`src/logic/exec_settings.svh`:
```
`ifndef EXEC_SETTINGS_SVH
`define EXEC_SETTINGS_SVH

// Data word width.
`define XLEN 32

// Register address width.
`define REG_AW 5

// Micro-op word width.
`define UOP_W 8

`endif

```
`src/logic/exec_pkg.sv`:
```
`include "exec_settings.svh"

package exec_pkg;

    // ******************************
    // Micro-op encodings
    // ******************************

    typedef enum logic [3:0] {
        alu_add, alu_sub, alu_and, alu_or, alu_xor, alu_nor,
        alu_sll, alu_srl, alu_sra, alu_slt, alu_sltu, alu_lui
    } alu_op_e;

    typedef enum logic [1:0] {
        mul_w,    // Low word.
        mulh_w,   // Signed high word.
        mulh_wu   // Unsigned high word.
    } mul_op_e;

    typedef enum logic [1:0] {
        exc_none, exc_syscall, exc_break, exc_privileged
    } exc_e;

    typedef struct packed {
        logic [`UOP_W-6:0] spare;
        logic              use_imm;
        alu_op_e           op;
    } uop_alu_t;

    typedef struct packed {
        logic [`UOP_W-5:0] spare;
        logic              src2_signed;
        logic              src1_signed;
        mul_op_e           op;
    } uop_mul_t;

    // The lane's is_alu flag selects the view.
    typedef union packed {
        uop_alu_t alu;
        uop_mul_t mul;
    } uop_t;

    // ******************************
    // Stage bundles, one lane each
    // ******************************

    typedef struct packed {
        logic               lane_valid;
        logic [`XLEN-1:0]   pc;
        logic               is_alu;
        logic               is_syscall;
        logic               is_break;
        logic               is_priviledged;
        uop_t               uop;
        logic [`XLEN-1:0]   imm;
        logic [`XLEN-1:0]   src1;
        logic [`XLEN-1:0]   src2;
        logic [`REG_AW-1:0] rd;
    } issue_lane_t;

    typedef struct packed {
        logic               lane_valid;
        logic [`XLEN-1:0]   pc;
        exc_e               exc;
        uop_t               uop;
        logic               is_alu;
        logic [`REG_AW-1:0] rd;
        logic [`XLEN-1:0]   alu_data;
        logic [`XLEN-1:0]   pp_hh;
        logic [`XLEN-1:0]   pp_hl;
        logic [`XLEN-1:0]   pp_lh;
        logic [`XLEN-1:0]   pp_ll;
        logic [`XLEN-1:0]   mul_comp;  // Signed correction for the high word.
    } ex1_lane_t;

    typedef struct packed {
        logic               wen;
        logic [`REG_AW-1:0] rd;
        logic [`XLEN-1:0]   data;
        exc_e               exc;
        logic [`XLEN-1:0]   pc;
    } wb_lane_t;

endpackage

```
`src/logic/ex2_stage.sv`:
```
`timescale 1ns/10ps
`include "exec_settings.svh"

module ex2_stage (
    input  logic                      clk,
    input  logic                      aresetn,
    input  logic                      flush,
    input  logic                      ex2_valid,
    output logic                      ex2_ready,
    input  exec_pkg::ex1_lane_t [1:0] ex2_in,
    output logic                      wb_valid,
    input  logic                      wb_ready,
    output exec_pkg::wb_lane_t [1:0]  wb
);
    import exec_pkg::*;

    wb_lane_t [1:0] wb_next;
    wb_lane_t [1:0] wb_q;
    logic [1:0]     wen_q;
    logic           wb_valid_q;
    logic           load;
    logic           lane0_exc;

    function automatic logic [`XLEN-1:0] mul_finish(ex1_lane_t l);
        logic [2*`XLEN-1:0] prod;
        logic [`XLEN-1:0]   hi;
        // pp_hh and pp_ll do not overlap, so they concatenate.
        prod = {l.pp_hh, l.pp_ll}
             + ({{`XLEN{1'b0}}, l.pp_hl} << (`XLEN / 2))
             + ({{`XLEN{1'b0}}, l.pp_lh} << (`XLEN / 2));
        hi = prod[2*`XLEN-1:`XLEN];
        if (l.uop.mul.op == mulh_w)
            hi = hi + l.mul_comp;
        return (l.uop.mul.op == mul_w) ? prod[`XLEN-1:0] : hi;
    endfunction

    assign ex2_ready = !wb_valid_q || wb_ready;
    assign load      = ex2_valid && ex2_ready && !flush;
    assign lane0_exc = ex2_in[0].lane_valid && (ex2_in[0].exc != exc_none);

    // ******************************
    // Result select and squash
    // ******************************
    always_comb begin
        for (int i = 0; i < 2; i++) begin
            wb_next[i].rd   = ex2_in[i].rd;
            wb_next[i].pc   = ex2_in[i].pc;
            wb_next[i].data = ex2_in[i].is_alu ? ex2_in[i].alu_data : mul_finish(ex2_in[i]);
            wb_next[i].exc  = ex2_in[i].lane_valid ? ex2_in[i].exc : exc_none;
            wb_next[i].wen  = ex2_in[i].lane_valid && (ex2_in[i].exc == exc_none) &&
                              (ex2_in[i].rd != '0);
        end
        // Younger lane dies behind an older exception.
        if (lane0_exc) begin
            wb_next[1].exc = exc_none;
            wb_next[1].wen = 1'b0;
        end
    end

    always_ff @(posedge clk) begin
        if (!aresetn) begin
            wb_valid_q <= 1'b0;
            wen_q      <= '0;
        end else if (flush) begin
            wb_valid_q <= 1'b0;
            wen_q      <= '0;
        end else if (load) begin
            wb_valid_q <= 1'b1;
            wen_q      <= {wb_next[1].wen, wb_next[0].wen};
        end else if (wb_ready) begin
            wb_valid_q <= 1'b0;
            wen_q      <= '0;
        end
    end

    always_ff @(posedge clk) begin
        if (load) begin
            wb_q <= wb_next;
        end
    end

    always_comb begin
        wb = wb_q;
        for (int i = 0; i < 2; i++) begin
            wb[i].wen = wen_q[i];
        end
    end

    assign wb_valid = wb_valid_q;

    assert property (@(posedge clk) disable iff (!aresetn)
        wb_valid && !wb_ready && !flush |=> wb_valid && $stable(wb))
        else $error("ex2_stage: writeback dropped under back-pressure");

endmodule

```
`config.mk`:
```
export PLATFORM = sky130hd
export DESIGN_NAME = ex2_stage
export DESIGN_NICKNAME = d
export VERILOG_FILES = /design/src/logic/exec_pkg.sv /design/src/logic/ex2_stage.sv
export VERILOG_INCLUDE_DIRS = /design/src /design/src/logic
export SDC_FILE = /design/constraint.sdc
export NUM_CORES = 1
export LEC_CHECK = 0
export BUFFER_PORTS_ARGS = -buffer_cell sky130_fd_sc_hd__buf_2
export CORE_AREA = 2 2 243 245
export DETAILED_ROUTE_END_ITERATION = 10
export DIE_AREA = 0 0 245 247
export HOLD_SLACK_MARGIN = 0.15
export PLACE_DENSITY = 0.54
export SETUP_SLACK_MARGIN = 0.15
export SLEW_MARGIN = 20
export SYNTH_ARGS = -nofsm -noshare
export SYNTH_HDL_FRONTEND = slang
export SYNTH_SLANG_ARGS = --single-unit
```
`constraint.sdc`:
```
create_clock -name clk -period 17.22 [get_ports clk]
set_input_delay 1.722 -clock clk [delete_from_list [all_inputs] [get_ports clk]]
set_output_delay 1.722 -clock clk [all_outputs]
set_load 0.01 [all_outputs]
```
[After elaboration in Yosys (flattened, before gate mapping)]
Cells that the tools add are included.
Widths: inputs -> output; s select.
Operators by class
  equality and inequality tests: 2
  reduce and logical (&&, ||, !) cells: 20
  bitwise gates (word level): 2
  add/sub/neg operators: 6
  muxes and demuxes: 11
Operators with widths (number)
  $add 64x48->64: 4
  $mux 32: 6
  $add 32x32->32: 2
  $reduce_bool 5->1: 2
  $logic_not 2->1: 4
  $logic_and 1x1->1: 7
  $eq 2x1->1 const B: 2
  $mux 2: 2
  $reduce_bool 2->1: 2
  $reduce_or 2->1: 2
  $mux 1: 3
  $logic_not 1->1: 2
  $not 1->1: 2
  $logic_or 1x1->1: 1
Word-level totals
  output and inout bits: 146
  input bits: 487
  word-level logic and storage cells: 51
  register bits: 145

[Longest topological paths before layout]
  depth after elaboration: 6
  depth in mapped cells: 26
  mapped depth without buffers: 26

[Worst setup path after synthesis]
No wires, ideal clock.
  path type: in2reg
  start: in ex2_in[290] (netlist name)
  end: reg wb_q (netlist bit wb[134]) (data pin)
  required time: 16.958 ns
  arrival time: 6.527 ns
  stages on the path: 23
  setup time: 0.262 ns
  path slack: 10.431 ns
  cells stage by stage: fa_1 > ha_1 > inv_1 > fa_1 > nand2b_1 > a211oi_1 > o21bai_1 > a211oi_2 > a21boi_0 > nand2b_1 > a21oi_1 > xnor2_1 > ha_1 > and3_1 > a221o_1 > o311a_1 > nand3b_1 > a32oi_1 > o2bb2ai_1 > o31ai_1 > mux2i_1 > a221oi_1 > o2bb2ai_1
RTL lines
  from (decl): RTL line ex2_stage.sv:10  | input exec_pkg::ex1_lane_t [1:0] ex2_in,
  to (signal assigned): RTL line ex2_stage.sv:78  | wb_q <= wb_next;
  to (decl): RTL line ex2_stage.sv:18  | wb_lane_t [1:0] wb_q;

==> run_results.csv <==
group,metric,value,unit
logic_synthesis,postSynthNetCount,2368,
floorplanning,floorplan.io_pins,633,
power_and_ir_drop,power.density_cell_area,98.3,nW/um^2
clock_network,clock_tree.htree_level_count,4,
grt,globalRouteOverflowTotal,0,
timing,fmaxAchievable,0.129,GHz
place,numPlacedInstances,3007,
floorplanning,die_h,247,um
finish,mostFrequentLayoutCells,"buf_2 (620), a21oi_1 (161), nand2_1 (154)",
timing,fin_crit_sh,45.2,%
finish,leading_cell_type_in_the_layout_fill_and_taps_excluded,"buf_2",
worst_setup_path,critical_path_arrival,8010,ps
power_and_ir_drop,static-leakage-power,8.81,nW
finish,layout.nets,2944,
clock_network,cts_resized,0,
clock_network,cts_tree,"yes",
clock_network,path_clk_slew,90,ps
grt,antenna_found_initial,21,
finish,number_of_non_filler_instances_in_the_completed_layout,3048,
timing,final.setup.worst_slack,9440,ps
logic_synthesis,synth.yosys.seq_area_share,28.2,%
worst_hold_path,worstHoldPathType,"flip-flop to flip-flop",
finish,regArea,4320,sq um
clock_network,root_buffer,"clkbuf_16",
worst_setup_path,rr_startpoint,"wb_valid$_SDFFE_PP0P_",
logic_synthesis,synth.distinct_cells,87,
place,detailedPlace.worstSlack,8980,ps
finish,drive_gt1_share,30.6,%
detailed_routing,drt_first_iter_violations,751,
timing,fin_tns_setup,0,ps
timing,relSlewSlack,36.3,%
detailed_routing,avgViaCountPerCell,5.08,
logic_synthesis,synth_enable_flop_cells,142,
clock_network,max-clock-path-buffers,2,
floorplanning,initial_utilization,26.3,%
timing,unrepaired_setup_endpoints_after_global_routing,"false",
clock_network,post-cts-setup-buffers,0,
worst_setup_path,cp-end-kind,"flip-flop",
place,portBuffers,620,
clock_network,cts_inserted_buffers,17,
outcome,status,"completed",
detailed_routing,dr_total_vias,15500,
logic_synthesis,area_of_the_mapped_netlist,15300,sq um
worst_setup_path,cp_launch_point,"ex2_in[290]",
logic_synthesis,synth_area_per_cell,9.14,sq um
grt,grt_first_pass_wirelength,95300,um
timing,fin_skew,16.4,ps
logic_synthesis,synth-warning-count,0,
detailed_routing,routed_wire_length_per_instance,21.7,um
clock_network,cts_hold_buf,0,
power_and_ir_drop,peak_vdd_ir,0.0731,mV
worst_setup_path,worstSetupStartpointType,"input pin",
worst_setup_path,worst_path_max_fanout,5,
timing,fin_crit,7780,ps
timing,worst_pin_slew,953,ps
detailed_routing,drc,0,
worst_hold_path,startpoint_of_the_tightest_hold_check_path,"wen_q[0]$_SDFFE_PP0P_",
timing,report.final.slew_viol_count,0,
place,detailedPlacementHpwl,56100,um
place,finalWeightedCongestion,0.922,
job,drv_cap,0,
logic_synthesis,asyncSetResetFlopFracSynth,0,%
floorplanning,floorplan.die_area,60500,sq um
finish,multi_input_area,10500,sq um
floorplanning,fp-row-count,89,
worst_setup_path,timing.critical_path.required,17460,ps
logic_synthesis,yosys_register_bits,145,
detailed_routing,drt_first_pass_iters,5,
floorplanning,die_w,245,um
floorplanning,core_area,58200,sq um
timing,hold_violations,0,
logic_synthesis,netlist_instances,1677,
timing,number_of_endpoints_failing_setup_at_the_final_stage,0,
finish,num-fill-cells,6156,
worst_setup_path,worstSetupPathType,"input pin to flip-flop",
detailed_routing,route.antenna.remaining_nets,0,
power_and_ir_drop,power,1.95,mW
finish,syn_to_final_growth,29.1,%
detailed_routing,detail_route.wirelength,66200,um
grt,grt_pass1_vias,15500,
clock_network,clock_insertion_delay_worst_skew,480,ps
logic_synthesis,yosys_most_used_dff,"edfxtp_1",
clock_network,cts_num_sinks,145,
grt,grt_start_max_net_pins,89,
grt,grtUsageTotal,21.2,%
==> layout make-up <==
type | count | share of cell area, %
inverter | 51 | 0.993
antenna | 9 | 0.114
timing repair buffer | 626 | 15.9
tap | 773 | 4.89
multi-input combinational | 1412 | 53.2
sequential | 145 | 21.9
clock inverter | 15 | 0.911
clock buffer | 17 | 2.15
==> cells by family after synthesis <==
kind of cell	share of synthesized area, %
and+or+nand+nor	15.4
buffers and inverters	3.16
DFF	28.2
xor gates and xnor gates	7.82
adders and majority gates	20.0
muxes	1.91
AOI/OAI and AO/OA	23.5
==> per-stage QoR <==
stage          instance area [sq um]  utilization [%]  hold WS, ps
3_5_place_dp                   19200             32.9          495
3_3_place_gp                   19200             32.9          486
6_report                       19800             34.0          494
5_1_grt                        19800             33.9          535
4_1_cts                        19800             33.9          506
2_1_floorplan                  15300                -          492
==> state kept, by name (all words and copies together) (netlist names) <==
| name | flops |
|---|---|
| wb | 142 |
| wb_valid | 1 |
| wen_q | 2 |
==> synth_stat cells (all sizes together), types with 14 or more instances <==
cell    count  area share (%)
o21bai     14            0.69
xor2       55             3.1
inv        50             1.2
nand3      34             1.1
nand4      32             1.3
clkbuf     64             1.6
o21a       17            0.83
o21ai     124             4.0
nor3       31             1.0
a211oi     35             1.8
xnor2      81             4.7
ha        136              11
nand2     154             3.8
a31oi      19            0.78
nor2b      20            0.82
a21oi     162             5.3
fa         68             8.9
a21o       68             3.3
mux2i      27             1.8
edfxtp    142              28
nand2b     25             1.0
nor2      133             3.3
==> worst paths after layout <==
path | endpoint | slack (ps) | cells after the start
min | wen_q[0]$_SDFFE_PP0P_ | 490 | 2
min reg2reg | wen_q[0]$_SDFFE_PP0P_ | 490 | 2
max reg2reg | wb[98]$_DFFE_PP_ | 14430 | 5
max | wb[134]$_DFFE_PP_ | 9440 | 24
==> routing by layer <==
layer  share of wire (%)  global-route usage (%)
met3                 7.8                    5.65
met4                 1.8                    5.31
met5                0.32                       0
met1                  39                    24.3
met2                  51                    38.7
==> worst max-delay path: stages <==
cell and delay, ps:
buf_2 120, fa_1 570, ha_1 220, inv_1 70
fa_1 390, nand2b_1 190, a211oi_1 380, o21bai_1 220
a211oi_2 370, a21boi_0 320, nand2b_1 160, a21oi_1 90
xnor2_1 270, ha_1 340, and3_1 160, a221o_1 390
o311a_1 410, nand3b_1 230, a32oi_1 320, o2bb2ai_1 250
o31ai_1 220, mux2i_1 150, a221oi_1 290, o2bb2ai_1 130
==> power breakdown <==
| part | total [mW] | switching, mW | internal, mW |
|---|---|---|---|
| Clock | 0.393 | 0.197 | 0.196 |
| Combinational | 1.13 | 0.674 | 0.455 |
| Sequential | 0.423 | 0.00612 | 0.417 |
No activity file was read; power rests on OpenSTA's default activity.
