==> src/logic/exec_settings.svh <==
`ifndef EXEC_SETTINGS_SVH
`define EXEC_SETTINGS_SVH

// Data word width.
`define XLEN 32

// Register address width.
`define REG_AW 5

// Micro-op word width.
`define UOP_W 8

`endif

==> src/logic/exec_pkg.sv <==
`include "exec_settings.svh"

package exec_pkg;

    // ******************************
    // Micro-op encodings
    // ******************************

    typedef enum logic [3:0] {
        alu_add, alu_sub, alu_and, alu_or, alu_xor, alu_nor,
        alu_sll, alu_srl, alu_sra, alu_slt, alu_sltu, alu_lui
    } alu_op_e;

    typedef enum logic [1:0] {
        mul_w,    // Low word.
        mulh_w,   // Signed high word.
        mulh_wu   // Unsigned high word.
    } mul_op_e;

    typedef enum logic [1:0] {
        exc_none, exc_syscall, exc_break, exc_privileged
    } exc_e;

    typedef struct packed {
        logic [`UOP_W-6:0] spare;
        logic              use_imm;
        alu_op_e           op;
    } uop_alu_t;

    typedef struct packed {
        logic [`UOP_W-5:0] spare;
        logic              src2_signed;
        logic              src1_signed;
        mul_op_e           op;
    } uop_mul_t;

    // The lane's is_alu flag selects the view.
    typedef union packed {
        uop_alu_t alu;
        uop_mul_t mul;
    } uop_t;

    // ******************************
    // Stage bundles, one lane each
    // ******************************

    typedef struct packed {
        logic               lane_valid;
        logic [`XLEN-1:0]   pc;
        logic               is_alu;
        logic               is_syscall;
        logic               is_break;
        logic               is_priviledged;
        uop_t               uop;
        logic [`XLEN-1:0]   imm;
        logic [`XLEN-1:0]   src1;
        logic [`XLEN-1:0]   src2;
        logic [`REG_AW-1:0] rd;
    } issue_lane_t;

    typedef struct packed {
        logic               lane_valid;
        logic [`XLEN-1:0]   pc;
        exc_e               exc;
        uop_t               uop;
        logic               is_alu;
        logic [`REG_AW-1:0] rd;
        logic [`XLEN-1:0]   alu_data;
        logic [`XLEN-1:0]   pp_hh;
        logic [`XLEN-1:0]   pp_hl;
        logic [`XLEN-1:0]   pp_lh;
        logic [`XLEN-1:0]   pp_ll;
        logic [`XLEN-1:0]   mul_comp;  // Signed correction for the high word.
    } ex1_lane_t;

    typedef struct packed {
        logic               wen;
        logic [`REG_AW-1:0] rd;
        logic [`XLEN-1:0]   data;
        exc_e               exc;
        logic [`XLEN-1:0]   pc;
    } wb_lane_t;

endpackage

==> src/logic/ex1_ex2_reg.sv <==
`timescale 1ns/10ps

module ex1_ex2_reg (
    input  logic                      clk,
    input  logic                      aresetn,
    input  logic                      flush,
    input  logic                      in_valid,
    output logic                      in_ready,
    input  exec_pkg::ex1_lane_t [1:0] in_data,
    output logic                      out_valid,
    input  logic                      out_ready,
    output exec_pkg::ex1_lane_t [1:0] out_data
);
    import exec_pkg::*;

    ex1_lane_t [1:0] data_q;
    logic [1:0]      lane_vld_q;
    logic            valid_q;
    logic            load;

    // Can take a new bundle while the held one leaves.
    assign in_ready  = !valid_q || out_ready;
    assign load      = in_valid && in_ready && !flush;
    assign out_valid = valid_q;

    always_ff @(posedge clk) begin
        if (!aresetn) begin
            valid_q    <= 1'b0;
            lane_vld_q <= '0;
        end else if (flush) begin
            valid_q    <= 1'b0;
            lane_vld_q <= '0;
        end else if (load) begin
            valid_q    <= 1'b1;
            lane_vld_q <= {in_data[1].lane_valid, in_data[0].lane_valid};
        end else if (out_ready) begin
            valid_q    <= 1'b0;   // Drained.
            lane_vld_q <= '0;
        end
    end

    always_ff @(posedge clk) begin
        if (load) begin
            data_q <= in_data;
        end
    end

    always_comb begin
        out_data = data_q;
        for (int i = 0; i < 2; i++) begin
            out_data[i].lane_valid = lane_vld_q[i];
        end
    end

    // ******************************
    // Checks
    // ******************************

    assert property (@(posedge clk) disable iff (!aresetn)
        out_valid && !out_ready && !flush |=> out_valid && $stable(out_data))
        else $error("ex1_ex2_reg: held bundle changed during stall");

    assert property (@(posedge clk) disable iff (!aresetn)
        flush |=> !out_valid)
        else $error("ex1_ex2_reg: bundle survived a flush");

endmodule

==> config.mk <==
export PLATFORM = sky130hd
export DESIGN_NAME = ex1_ex2_reg
export DESIGN_NICKNAME = d
export VERILOG_FILES = /design/src/logic/exec_pkg.sv /design/src/logic/ex1_ex2_reg.sv
export VERILOG_INCLUDE_DIRS = /design/src /design/src/logic
export SDC_FILE = /design/constraint.sdc
export NUM_CORES = 1
export LEC_CHECK = 0
export ABC_AREA = 0
export BUFFER_PORTS_ARGS = -buffer_cell sky130_fd_sc_hd__buf_4
export CORE_AREA = 2 2 379 381
export DETAILED_ROUTE_END_ITERATION = 16
export DIE_AREA = 0 0 381 383
export GPL_ROUTABILITY_DRIVEN = 0
export HOLD_SLACK_MARGIN = 0.08
export PLACE_DENSITY = 0.34
export SYNTH_ARGS = -nofsm -noshare
export SYNTH_HDL_FRONTEND = slang
export SYNTH_SLANG_ARGS = --single-unit
==> constraint.sdc <==
create_clock -name clk -period 41.1 [get_ports clk]
set_input_delay 8.22 -clock clk [delete_from_list [all_inputs] [get_ports clk]]
set_output_delay 8.22 -clock clk [all_outputs]
set_load 0.03 [all_outputs]
# Word level (Yosys, flattened, before mapping)
# Cells that the tools add are included.
[op_classes]
n_bitwise = 1
mux = 4
reduce_logical = 7
[ops]
columns = ["cell", "n"]
rows = [
  ["$mux 2", 2],
  ["$logic_and 1x1->1", 2],
  ["$logic_not 1->1", 2],
  ["$mux 1", 2],
  ["$reduce_bool 2->1", 1],
  ["$reduce_or 2->1", 1],
  ["$logic_or 1x1->1", 1],
  ["$not 1->1", 1],
]
[totals]
word_cells = 36
regBits = 483
inputBits = 487
out_inout_bits = 484

# Depth between registers and ports, before layout
# Gate-level depths: netlist of the first run.
[depth]
depth_word = 5
mapped_depth = 3
ltp_nobuf = 3

# Least setup slack after synthesis of the first run
# Ideal clock, no wire load.
[synth_path]
path_type = "input port to flip-flop"
from = "input port in_valid"
to = "register lane_vld_q[0]"
path_stages = 2
n_path_buf = 0
slack_ns = 20.127
required_time_ns = 40.518
t_arrival_ns = 20.391
setup_ns = 0.582
cell_sequence = "nor3b_4 -> mux2i_1"
[synth_via]
elab_chain_cells = 3
[synth_rtl]
columns = ["item", "line", "rtl"]
rows = [
  ["from (decl)", "ex1_ex2_reg.sv:7", "input logic in_valid,"],
  ["$logic_and 1x1->1 (*) (2 in a row)", "ex1_ex2_reg.sv:23", "assign load = in_valid && in_ready && !flush;"],
  ["$mux 2 or $reduce_bool 2->1 (tied branches)", "-", ""],
  ["to (signal assigned)", "ex1_ex2_reg.sv:35", "lane_vld_q <= {in_data[1].lane_valid, in_data[0].lane_valid};"],
  ["to (decl)", "ex1_ex2_reg.sv:17", "logic [1:0] lane_vld_q;"],
]
# Mark *: on every way between the ends. The rest lies on a longest branch, timed or not.
# A chain may end at the register's enable or synchronous reset.

# Worst setup path in the final report of the first run
[layout_path]
from = "input port out_ready"
to = "output port in_ready"
[layout_via]
elab_chain_cells = 1
[layout_rtl]
columns = ["item", "line", "rtl"]
rows = [
  ["from (decl)", "ex1_ex2_reg.sv:11", "input logic out_ready,"],
  ["$logic_or 1x1->1", "ex1_ex2_reg.sv:22", "assign in_ready = !valid_q || out_ready;"],
  ["to (decl)", "ex1_ex2_reg.sv:8", "output logic in_ready,"],
]
# Every way passes these cells.

==> reports/results.txt, run 1 <==
Critical-path cell list: buf_4 -> nor2b_4 -> inv_1 -> buf_4
# rows: 139
Remaining antenna violation count after routing: 0
Chip width: 381 um
Vias: 9639
CP most frequent cell: buf_4
CTS tree: done
Average wire per cell in the routed design: 22.3 um
Later-pin clock latency in the skew report: 650 ps
Register area share after synthesis: 0.994
Synth cell types: 10
Multi-input logic area: 88.8 um^2
Largest stage delay on the critical path: 170 ps
Setup bufs post-CTS: 0
Metal3 WL: 8710 um
Dpl hpwl: 63300 um
Slowest-stage cell, CP: nor2b_4
Hold crit path type: reg2reg
Core box area: 142000 um^2
Fin. Hold Viols: 0
Rel. slew slack: 0.255
Yosys warnings: 0
Clock skew: 16.7 ps
Drt drc: 0
Root Buffer: clkbuf_16
Clock transition at the registers of the reported paths: 60 ps
First-pass GRT wire length: 98800 um
Setup violators final: 0
Number of global-route vias before repair: 10.4k
Mapped Area: 14600 um^2
H-tree lvl count: 3
Die Y: 383 um
Share of the synthesized area in the top cell type: 0.990
Crit. End Element: output port
Filler instances: 15.5k
Crit-path max FO: 3
Mapped Nets: 981
Max frequency: 58.9 MHz
Crit path buf inv count: 3
# clock sinks: 483
Setup tns final: 0 ps
Outcome: finished clean
Fin. max-slew vios: 0
1st-iter DRT viols: 432
Met1 wire length: 28100 um
Lkg Pwr: 10.3 nW
Pwr/cell area: 48.0 nW/um^2
Minimum period implied by the final worst setup slack: 16980 ps
Grt ovf: 0
Mapped Cells: 494
Top sig layer: met5
Synth-to-layout area growth: 81.2%
Most frequent cells in the layout: buf_4 (976), edfxtp_1 (480), clkbuf_16 (66)
Share of cells above drive strength 1: 0.677
Max Cap Viol: 0
WL final: 77900 um
RSZ-0062 raised after global routing: false
Vias per cell: 2.76
Met2 wire len: 38700 um
CP delay by family, top: buffers and inverters
Cts hold-fix bufs: 0
Register bit total from synthesis: 483
Mean Syn Cell Area: 29.5 um^2
Fin crit share: 0.413
Finished Core Util: 0.186
Synth top area cells: edfxtp_1 (99%), dfxtp_1 (0.41%), mux2i_1 (0.14%)
Num CTS Buffers: 66
Setup WS pre-CTS: 24110 ps
Final WS setup: 24120 ps
IO Port Bufs: 970
Largest net degree at the start of global routing: 121
Total Routing Usage GR: 0.102
Starting density of the core: 0.102
Register Area: 14500 um^2
Worst EP required: 32880 ps
Initial antenna violation count: 42
Post-Layout Cell Count: 3495
Critical path startpoint category: input port
Post_cts resized: 0
Most common cell after layout, fill and taps aside: buf_4
Max IR drop VDD: 0.0000273 V
IO Count: 971
TritonRoute pass-1 iters: 5
CP Class: in2out
DIE AREA: 146000 um^2
Worst-Margin Slew: 1120 ps
Nets@finish: 2026
Max clock buf depth: 3
Area leader, netlist: edfxtp_1
Worst EP arrival: 8760 ps
Dpl cells: 3374
## cell type report
type	count	area share
flip-flops and latches	483	0.548
repair buffers	977	0.278
well taps	1903	0.0902
clock buffers	77	0.0645
clock inverters	38	0.0143
multi-input cells	10	0.00337
diodes	6	0.000569
inverters	1	0.000142
## synth_stat cells (all sizes together)
| master | n |
|---|---|
| nor3b | 1 |
| o21a | 1 |
| edfxtp | 480 |
| nand3b | 2 |
| mux2i | 2 |
| nor2b | 2 |
| dfxtp | 3 |
| nand2 | 2 |
| inv | 1 |
## tightest hold or removal path: stages (launching register included)
cell and delay, ps:
dfxtp_1 320, nand3b_1 80, mux2i_1 60
## metal layers
metal  vias to the layer above  GRT usage
met2                       579      0.173
met4                        52     0.0345
met1                      4731      0.109
li1                       4139          -
met5                         -          0
met3                       138     0.0534
## flip-flops by register name, summed over array words and instances, names as in the netlist
signal,count
out_data,480
lane_vld_q,2
out_valid,1
## final timing paths
path,start,endpoint,slack [ps],cells after the start
worst max-delay path,out_ready,in_ready,24120,4
worst min-delay path,lane_vld_q[1]$_SDFFE_PP0P_,lane_vld_q[1]$_SDFFE_PP0P_,510,2
worst max register to register,out_valid$_SDFFE_PP0P_,out_data[400]$_DFFE_PP_,37940,5
worst min register to register,lane_vld_q[1]$_SDFFE_PP0P_,lane_vld_q[1]$_SDFFE_PP0P_,510,2
## stage by stage
step                total power, mW  hold slack [ps]  area [um^2]
floorplan                     0.640              612        14600
global placement              0.715              496        24300
detailed placement            0.716              515        24300
CTS                            1.30              526        26400
global route                   1.32              555        26400
finish                         1.27              508        26400
## power breakdown
part / internal (mW) / switching (mW)
registers: 0.568 / 0.00726
clock network: 0.326 / 0.240
logic: 0.0528 / 0.0737
total: 0.947 / 0.321
## logic make-up after synthesis
logic type             share of synthesized area
muxes                                    0.00137
AOI/OAI and AO/OA                       0.000516
and+or+nand+nor                          0.00421
DFF                                        0.994
buffers and inverters                   0.000257
(Power assumes the default switching activity.)
==> run 2: changes to the inputs <==
==> constraint.sdc (replaced) <==
create_clock -name clk -period 16.5 [get_ports clk]
set_input_delay 3.3 -clock clk [delete_from_list [all_inputs] [get_ports clk]]
set_output_delay 3.3 -clock clk [all_outputs]
set_load 0.03 [all_outputs]
==> run 2 against run 1 <==
Sequential share of layout area decreased by 0.16 points; largest power group is now clock; register-to-register slack worse by 25000 ps; sequential power rose by 150%; critical path type unchanged; final area increased by 0.29%; worst setup slack worse by 15000 ps; utilization grew 0.054 points; global-route usage shrank 0.077 points; largest cell class unchanged; via count is 0.47% higher; clock skew grew 7.2 ps; total power increased to 2.5 times the previous value; cell count hardly changed.
==> reports/results.txt, run 2 (synthesis gave the netlist of run 1 again) <==
Pwr/cell area: 121 nW/um^2 (was 48.0 nW/um^2)
Average wire per cell in the routed design: 22.2 um (was 22.3 um)
Logic pwr share: 0.098 (was 0.100)
Max Cap Viol: 0 (unchanged)
Vias: 9684 (was 9639)
Dpl cells: 3372 (was 3374)
Vias per cell: 2.77 (was 2.76)
Reg2Reg Launch Point: out_valid$_SDFFE_PP0P_ (unchanged)
Switching power total: 0.778 mW (was 0.321 mW)
Setup bufs post-CTS: 0 (unchanged)
Critical path startpoint category: input port (unchanged)
Worst EP arrival: 3840 ps (was 8760 ps)
Power Total: 3.21 mW (was 1.27 mW)
Register Area: 14500 um^2 (unchanged)
IO Port Bufs: 970 (unchanged)
Nets@finish: 2025 (was 2026)
Rel. slew slack: 0.370 (was 0.255)
Minimum period implied by the final worst setup slack: 7140 ps
H-tree lvl count: 3 (unchanged)
Synth-to-layout area growth: 81.7% (was 81.2%)
First-pass GRT wire length: 98200 um (was 98800 um)
Power share of the sequential group: 0.447 (was 0.454)
WL final: 77600 um (was 77900 um)
Critical path depth: 4 (unchanged)
Fin crit share: 0.432
Register-to-register setup slack: 12980 ps (was 37940 ps)
TritonRoute pass-1 iters: 6 (was 5)
CP Class: in2out (unchanged)
RSZ-0062 raised after global routing: false (unchanged)
Post-route cell area: 26500 um^2 (was 26400 um^2)
CP delay by family, top: buffers and inverters (unchanged)
Final WS setup: 9360 ps (was 24120 ps)
Core box area: 142000 um^2 (unchanged)
Post_cts resized: 0 (unchanged)
Largest stage delay on the critical path: 170 ps (about the same)
Crit path from: out_ready (unchanged)
Number of global-route vias before repair: 10.3k (was 10.4k)
# clock sinks: 483 (unchanged)
Hold crit path type: reg2reg (unchanged)
CTS tree: done (unchanged)
Sw Share: 0.242 (was 0.253)
DIE AREA: 146000 um^2 (unchanged)
Outcome: finished clean (unchanged)
Fin. max-slew vios: 0 (unchanged)
Multi-input logic area: 88.8 um^2 (unchanged)
Critical-path cell list: buf_4 -> nor2b_4 -> inv_1 -> buf_4 (unchanged)
Setup violators final: 0 (unchanged)
Die Y: 383 um (unchanged)
Most frequent cells in the layout: buf_4 (973), edfxtp_1 (480), clkbuf_16 (69) (was buf_4 (976), edfxtp_1 (480), clkbuf_16 (66))
Initial antenna violation count: 43 (was 42)
Drt drc: 0 (unchanged)
Max IR drop VDD: 0.0000738 V (was 0.0000273 V)
Root Buffer: clkbuf_16 (unchanged)
Finished Core Util: 0.186 (about the same)
Max clock buf depth: 3 (unchanged)
Setup tns final: 0 ps (unchanged)
Num CTS Buffers: 67 (was 66)
Worst EP required: 13200 ps (was 32880 ps)
Chip width: 381 um (unchanged)
Lkg Pwr: 10.3 nW (about the same)
Post-Layout Cell Count: 3493 (was 3495)
Dpl hpwl: 63000 um (was 63300 um)
Post-DP Area: 24300 um^2 (about the same)
Clock transition at the registers of the reported paths: 60 ps (about the same)
Remaining antenna violation count after routing: 0 (unchanged)
1st-iter DRT viols: 434 (was 432)
Setup crit end: in_ready (unchanged)
# rows: 139 (unchanged)
Starting density of the core: 0.102 (unchanged)
Grt ovf: 0 (unchanged)
Cts hold-fix bufs: 0 (unchanged)
Most common cell after layout, fill and taps aside: buf_4 (unchanged)
R2R Path End: out_data[372]$_DFFE_PP_ (was out_data[400]$_DFFE_PP_)
Setup WS pre-CTS: 9350 ps (was 24110 ps)
Worst hold slack: 508 ps (about the same)
Filler instances: 15.4k (was 15.5k)
Crit-path max FO: 3 (unchanged)
CP most frequent cell: buf_4 (unchanged)
Slowest-stage cell, CP: buf_4 (was nor2b_4)
Share of cells above drive strength 1: 0.675 (was 0.677)
Largest register FFs: 480 (unchanged)
Fin. Hold Viols: 0 (unchanged)
Clock network power share: 0.455 (was 0.446)
Clock skew: 23.8 ps (was 16.7 ps)
Crit. End Element: output port (unchanged)
Reg2reg path depth: 5 (unchanged)
Worst-Margin Slew: 946 ps (was 1120 ps)
Later-pin clock latency in the skew report: 620 ps (was 650 ps)
Crit path buf inv count: 3 (unchanged)
Internal: 2.43 mW (was 0.947 mW)
Max frequency: 140 MHz
Largest net degree at the start of global routing: 153 (was 121)
IO Count: 971 (unchanged)
Total Routing Usage GR: 0.101 (was 0.102)
-- run 2: cell count changes in the layout (fill, tap and decap cells not counted), sizes merged --
cell	before	now
buf	977	975
bufinv	4	7
clkinv	22	15
clkinvlp	5	3
clkbuf	77	87
inv	8	6
diode	6	4
-- run 2: final cells by class --
class,count,share of cell area
Antenna cell,4,0.000378
Clock buffer,87,0.0685
Clock inverter,30,0.0132
Inverter,1,0.000142
Multi-Input combinational cell,10,0.00336
Sequential cell,483,0.547
Tap cell,1903,0.0900
Timing Repair Buffer,975,0.278
-- run 2: worst min path at each step --
stage	startpoint	cells after the start	to
after global placement	lane_vld_q[1]$_SDFFE_PP0P_	2	lane_vld_q[1]$_SDFFE_PP0P_
final	lane_vld_q[1]$_SDFFE_PP0P_	2	lane_vld_q[1]$_SDFFE_PP0P_
after detailed placement	lane_vld_q[1]$_SDFFE_PP0P_	2	lane_vld_q[1]$_SDFFE_PP0P_
after CTS	lane_vld_q[1]$_SDFFE_PP0P_	2	lane_vld_q[1]$_SDFFE_PP0P_
after global routing	lane_vld_q[1]$_SDFFE_PP0P_	2	lane_vld_q[1]$_SDFFE_PP0P_
after floorplan	lane_vld_q[0]$_SDFFE_PP0P_	2	lane_vld_q[0]$_SDFFE_PP0P_
-- run 2: worst register-to-register path: stages, from the launching register on --
cell     delay [ps]
dfxtp_1         310
nor2b_4         140
nor3b_4         390
buf_12          650
buf_4           790
buf_12          660
-- run 2: metal layers --
metal / part of all wire / track usage / up-vias
met2: 0.50 / 0.170 / 589
met5: 0.0036 / 0 / -
met4: 0.027 / 0.0299 / 46
li1: - / - / 4131
met3: 0.12 / 0.0587 / 131
met1: 0.35 / 0.107 / 4787
-- run 2: power groups by stage --
stage                     Clock, mW  Sequential, mW  Combinational, mW
final                          1.46            1.43              0.315
after global routing           1.57            1.44              0.331
after CTS                      1.53            1.43              0.325
after detailed placement          0            1.46              0.325
after global placement            0            1.46              0.323
after floorplan                   0            1.57             0.0187
==> run 3: changes to the inputs <==
--- a/config.mk
+++ b/config.mk
@@ -6,7 +6,7 @@
 export SDC_FILE = /design/constraint.sdc
 export NUM_CORES = 1
 export LEC_CHECK = 0
-export ABC_AREA = 0
+export ABC_AREA = 1
 export BUFFER_PORTS_ARGS = -buffer_cell sky130_fd_sc_hd__buf_4
 export CORE_AREA = 2 2 379 381
 export DETAILED_ROUTE_END_ITERATION = 16
==> constraint.sdc (replaced) <==
create_clock -name clk -period 6.7 [get_ports clk]
set_input_delay 1.34 -clock clk [delete_from_list [all_inputs] [get_ports clk]]
set_output_delay 1.34 -clock clk [all_outputs]
set_load 0.03 [all_outputs]
==> run 3 against run 2 <==
Total power is 140% higher; clock-buffer cell count is 11 lower; first-iteration DRC count is 3.7% lower; wire length is 14% lower; register-to-register slack worse by 9000 ps; worst setup slack worse by 5800 ps; cell count is 0.17% lower; sequential share of layout area is 0.32 points higher; combinational power is 140% higher; flip-flop and latch count stayed put; clock skew is 14 ps lower; global-route usage is 1.5 points lower; largest cell class unchanged; highest routed layer unchanged.
==> reports/results.txt, run 3 <==
Outcome: finished clean (unchanged)
Max IR drop VDD: 0.000186 V (was 0.0000738 V)
Mapped Cells: 498 (was 494)
Die Y: 383 um (unchanged)
Largest register FFs: 480 (unchanged)
Max Cap Viol: 0 (unchanged)
Post-DP Area: 24300 um^2 (about the same)
Top-count cell post-synth: edfxtp_1 (unchanged)
CTS tree: done (unchanged)
Share of cells above drive strength 1: 0.676 (was 0.675)
Main flop type after synthesis: edfxtp_1 (unchanged)
Mapped Area: 14600 um^2 (about the same)
Drt drc: 0 (unchanged)
Dpl hpwl: 53400 um (was 63000 um)
Clock skew: 9.65 ps (was 23.8 ps)
H-tree lvl count: 2 (was 3)
Setup tns final: 0 ps (unchanged)
Post-Layout Cell Count: 3487 (was 3493)
# rows: 139 (unchanged)
Post_cts resized: 0 (unchanged)
CP Class: in2reg (was in2out)
First-pass GRT wire length: 86700 um (was 98200 um)
RSZ-0062 raised after global routing: false (unchanged)
WL final: 67100 um (was 77600 um)
Minimum period implied by the final worst setup slack: 3170 ps
Setup WS pre-CTS: 3100 ps (was 9350 ps)
Most frequent cells in the layout: buf_4 (973), edfxtp_1 (480), clkbuf_16 (63) (was buf_4 (973), edfxtp_1 (480), clkbuf_16 (69))
Root Buffer: clkbuf_16 (unchanged)
Hold crit path type: reg2reg (unchanged)
Chip width: 381 um (unchanged)
# clock sinks: 483 (unchanged)
Mean Syn Cell Area: 29.2 um^2 (was 29.5 um^2)
Most common cell after layout, fill and taps aside: buf_4 (unchanged)
Remaining antenna violation count after routing: 0 (unchanged)
Setup violators final: 0 (unchanged)
IO Count: 971 (unchanged)
Reg2reg path depth: 4 (was 5)
Share of the synthesized area in the top cell type: 0.990 (about the same)
IO Port Bufs: 970 (unchanged)
Final WS setup: 3530 ps (was 9360 ps)
Crit. End Element: flop (was output port)
Register area share after synthesis: 0.994 (about the same)
Grt ovf: 0 (unchanged)
Number of global-route vias before repair: 10.2k (was 10.3k)
Vias: 9477 (was 9684)
Worst Min Path Start: lane_vld_q[1]$_SDFFE_PP0P_ (unchanged)
Max clock buf depth: 3 (unchanged)
Average wire per cell in the routed design: 19.2 um (was 22.2 um)
Dpl cells: 3377 (was 3372)
Nets@finish: 2024 (was 2025)
Synth top cells by count: edfxtp_1 (480), nand3_1 (4), a21oi_1 (3), dfxtp_1 (3) (was edfxtp_1 (480), dfxtp_1 (3), mux2i_1 (2), nand2_1 (2), nand3b_1 (2))
Hold depth: 2 (unchanged)
Clock transition at the registers of the reported paths: 60 ps (about the same)
Worst EP required: 6790 ps (was 13200 ps)
WHS Endpoint: lane_vld_q[1]$_SDFFE_PP0P_ (unchanged)
Crit-path max FO: 152 (was 3)
Mapped Nets: 985 (was 981)
Cts hold-fix bufs: 0 (unchanged)
Register-to-register setup slack: 3990 ps (was 12980 ps)
Reg2Reg Launch Point: out_valid$_SDFFE_PP0P_ (unchanged)
Setup bufs post-CTS: 0 (unchanged)
Post-synth EDFFs: 480 (unchanged)
Pwr/cell area: 288 nW/um^2 (was 121 nW/um^2)
Total Routing Usage GR: 0.0860 (was 0.101)
Synth cell types: 9 (was 10)
Finished Core Util: 0.185 (was 0.186)
Fin. max-slew vios: 0 (unchanged)
Vias per cell: 2.72 (was 2.77)
Starting density of the core: 0.102 (about the same)
1st-iter DRT viols: 418 (was 434)
Critical path startpoint category: input port (unchanged)
Fin. Hold Viols: 0 (unchanged)
Worst-Margin Slew: 1280 ps (was 946 ps)
Synth top area cells: edfxtp_1 (99%), dfxtp_1 (0.41%), nand2_4 (0.15%) (was edfxtp_1 (99%), dfxtp_1 (0.41%), mux2i_1 (0.14%))
Worst EP arrival: 3260 ps (was 3840 ps)
Core box area: 142000 um^2 (unchanged)
Max frequency: 316 MHz
Post-route cell area: 26300 um^2 (was 26500 um^2)
Area leader, netlist: edfxtp_1 (unchanged)
Rel. slew slack: 0.144 (was 0.370)
Largest net degree at the start of global routing: 153 (unchanged)
TritonRoute pass-1 iters: 5 (was 6)
Initial antenna violation count: 24 (was 43)
Register bit total from synthesis: 483 (unchanged)
Synth-to-layout area growth: 80.7% (was 81.7%)
Yosys warnings: 0 (unchanged)
Num CTS Buffers: 61 (was 67)
Async SR Flop Fraction: 0 (unchanged)
DIE AREA: 146000 um^2 (unchanged)
Later-pin clock latency in the skew report: 630 ps (was 620 ps)
Fin crit share: 0.473
R2R Path End: out_data[411]$_DFFE_PP_ (was out_data[372]$_DFFE_PP_)
Lkg Pwr: 10.2 nW (was 10.3 nW)
## run 3: kinds of logic (layout without fill, tap and decap cells)
logic type | count (synthesis) | after routing | synth area share
compound gates | 3 | 3 | 0.00103
simple gates | 8 | 8 | 0.00395
other cells | 0 | 3 | 0
flops | 483 | 483 | 0.994
buf+inv | 4 | 1087 | 0.00103
## run 3: worst max path at each step
stage | start | to | slack (ps) | cells after the start
after floorplan | out_ready | out_data[0]$_DFFE_PP_ | -2460 | 4
after global placement | out_ready | out_data[108]$_DFFE_PP_ | 3170 | 6
after detailed placement | out_ready | out_data[101]$_DFFE_PP_ | 3100 | 6
after CTS | out_ready | in_ready | 3570 | 4
after global routing | out_ready | out_data[2]$_DFFE_PP_ | 3540 | 6
final | out_ready | out_data[411]$_DFFE_PP_ | 3530 | 6
## run 3: power breakdown
group          leakage (nW)  switching [mW]  internal (mW)
Clock                 0.956            1.31           1.97
Combinational          4.74           0.440          0.325
Sequential             4.52          0.0459           3.48
Total                  10.2            1.80           5.78
## run 3: cell type report
type                    count  area, um^2
clock buffers              76        1630
well taps                1903        2380
clock inverters            31         343
repair buffers            976        7360
flip-flops and latches    483       14500
fillers                 15500      116000
diodes                      3        7.51
inverters                   4        35.0
multi-input cells          11        81.3
## run 3: metal layers
layer  GRT usage  routed length [um]
met5           0                 152
met4      0.0293                1740
met3      0.0364                7510
met2       0.150               34500
met1      0.0929               23200
## run 3: worst max-delay path, stage by stage
cell and delay [ps]:
buf_4 150, inv_16 60, nand2_8 50, nand2_4 80, clkinvlp_4 640, buf_12 460
## run 3: per-stage QoR
stage	hold WS, ps	power, mW
CTS	507	7.76
global placement	489	4.37
detailed placement	495	4.37
finish	498	7.58
floorplan	605	3.91
global route	523	7.87
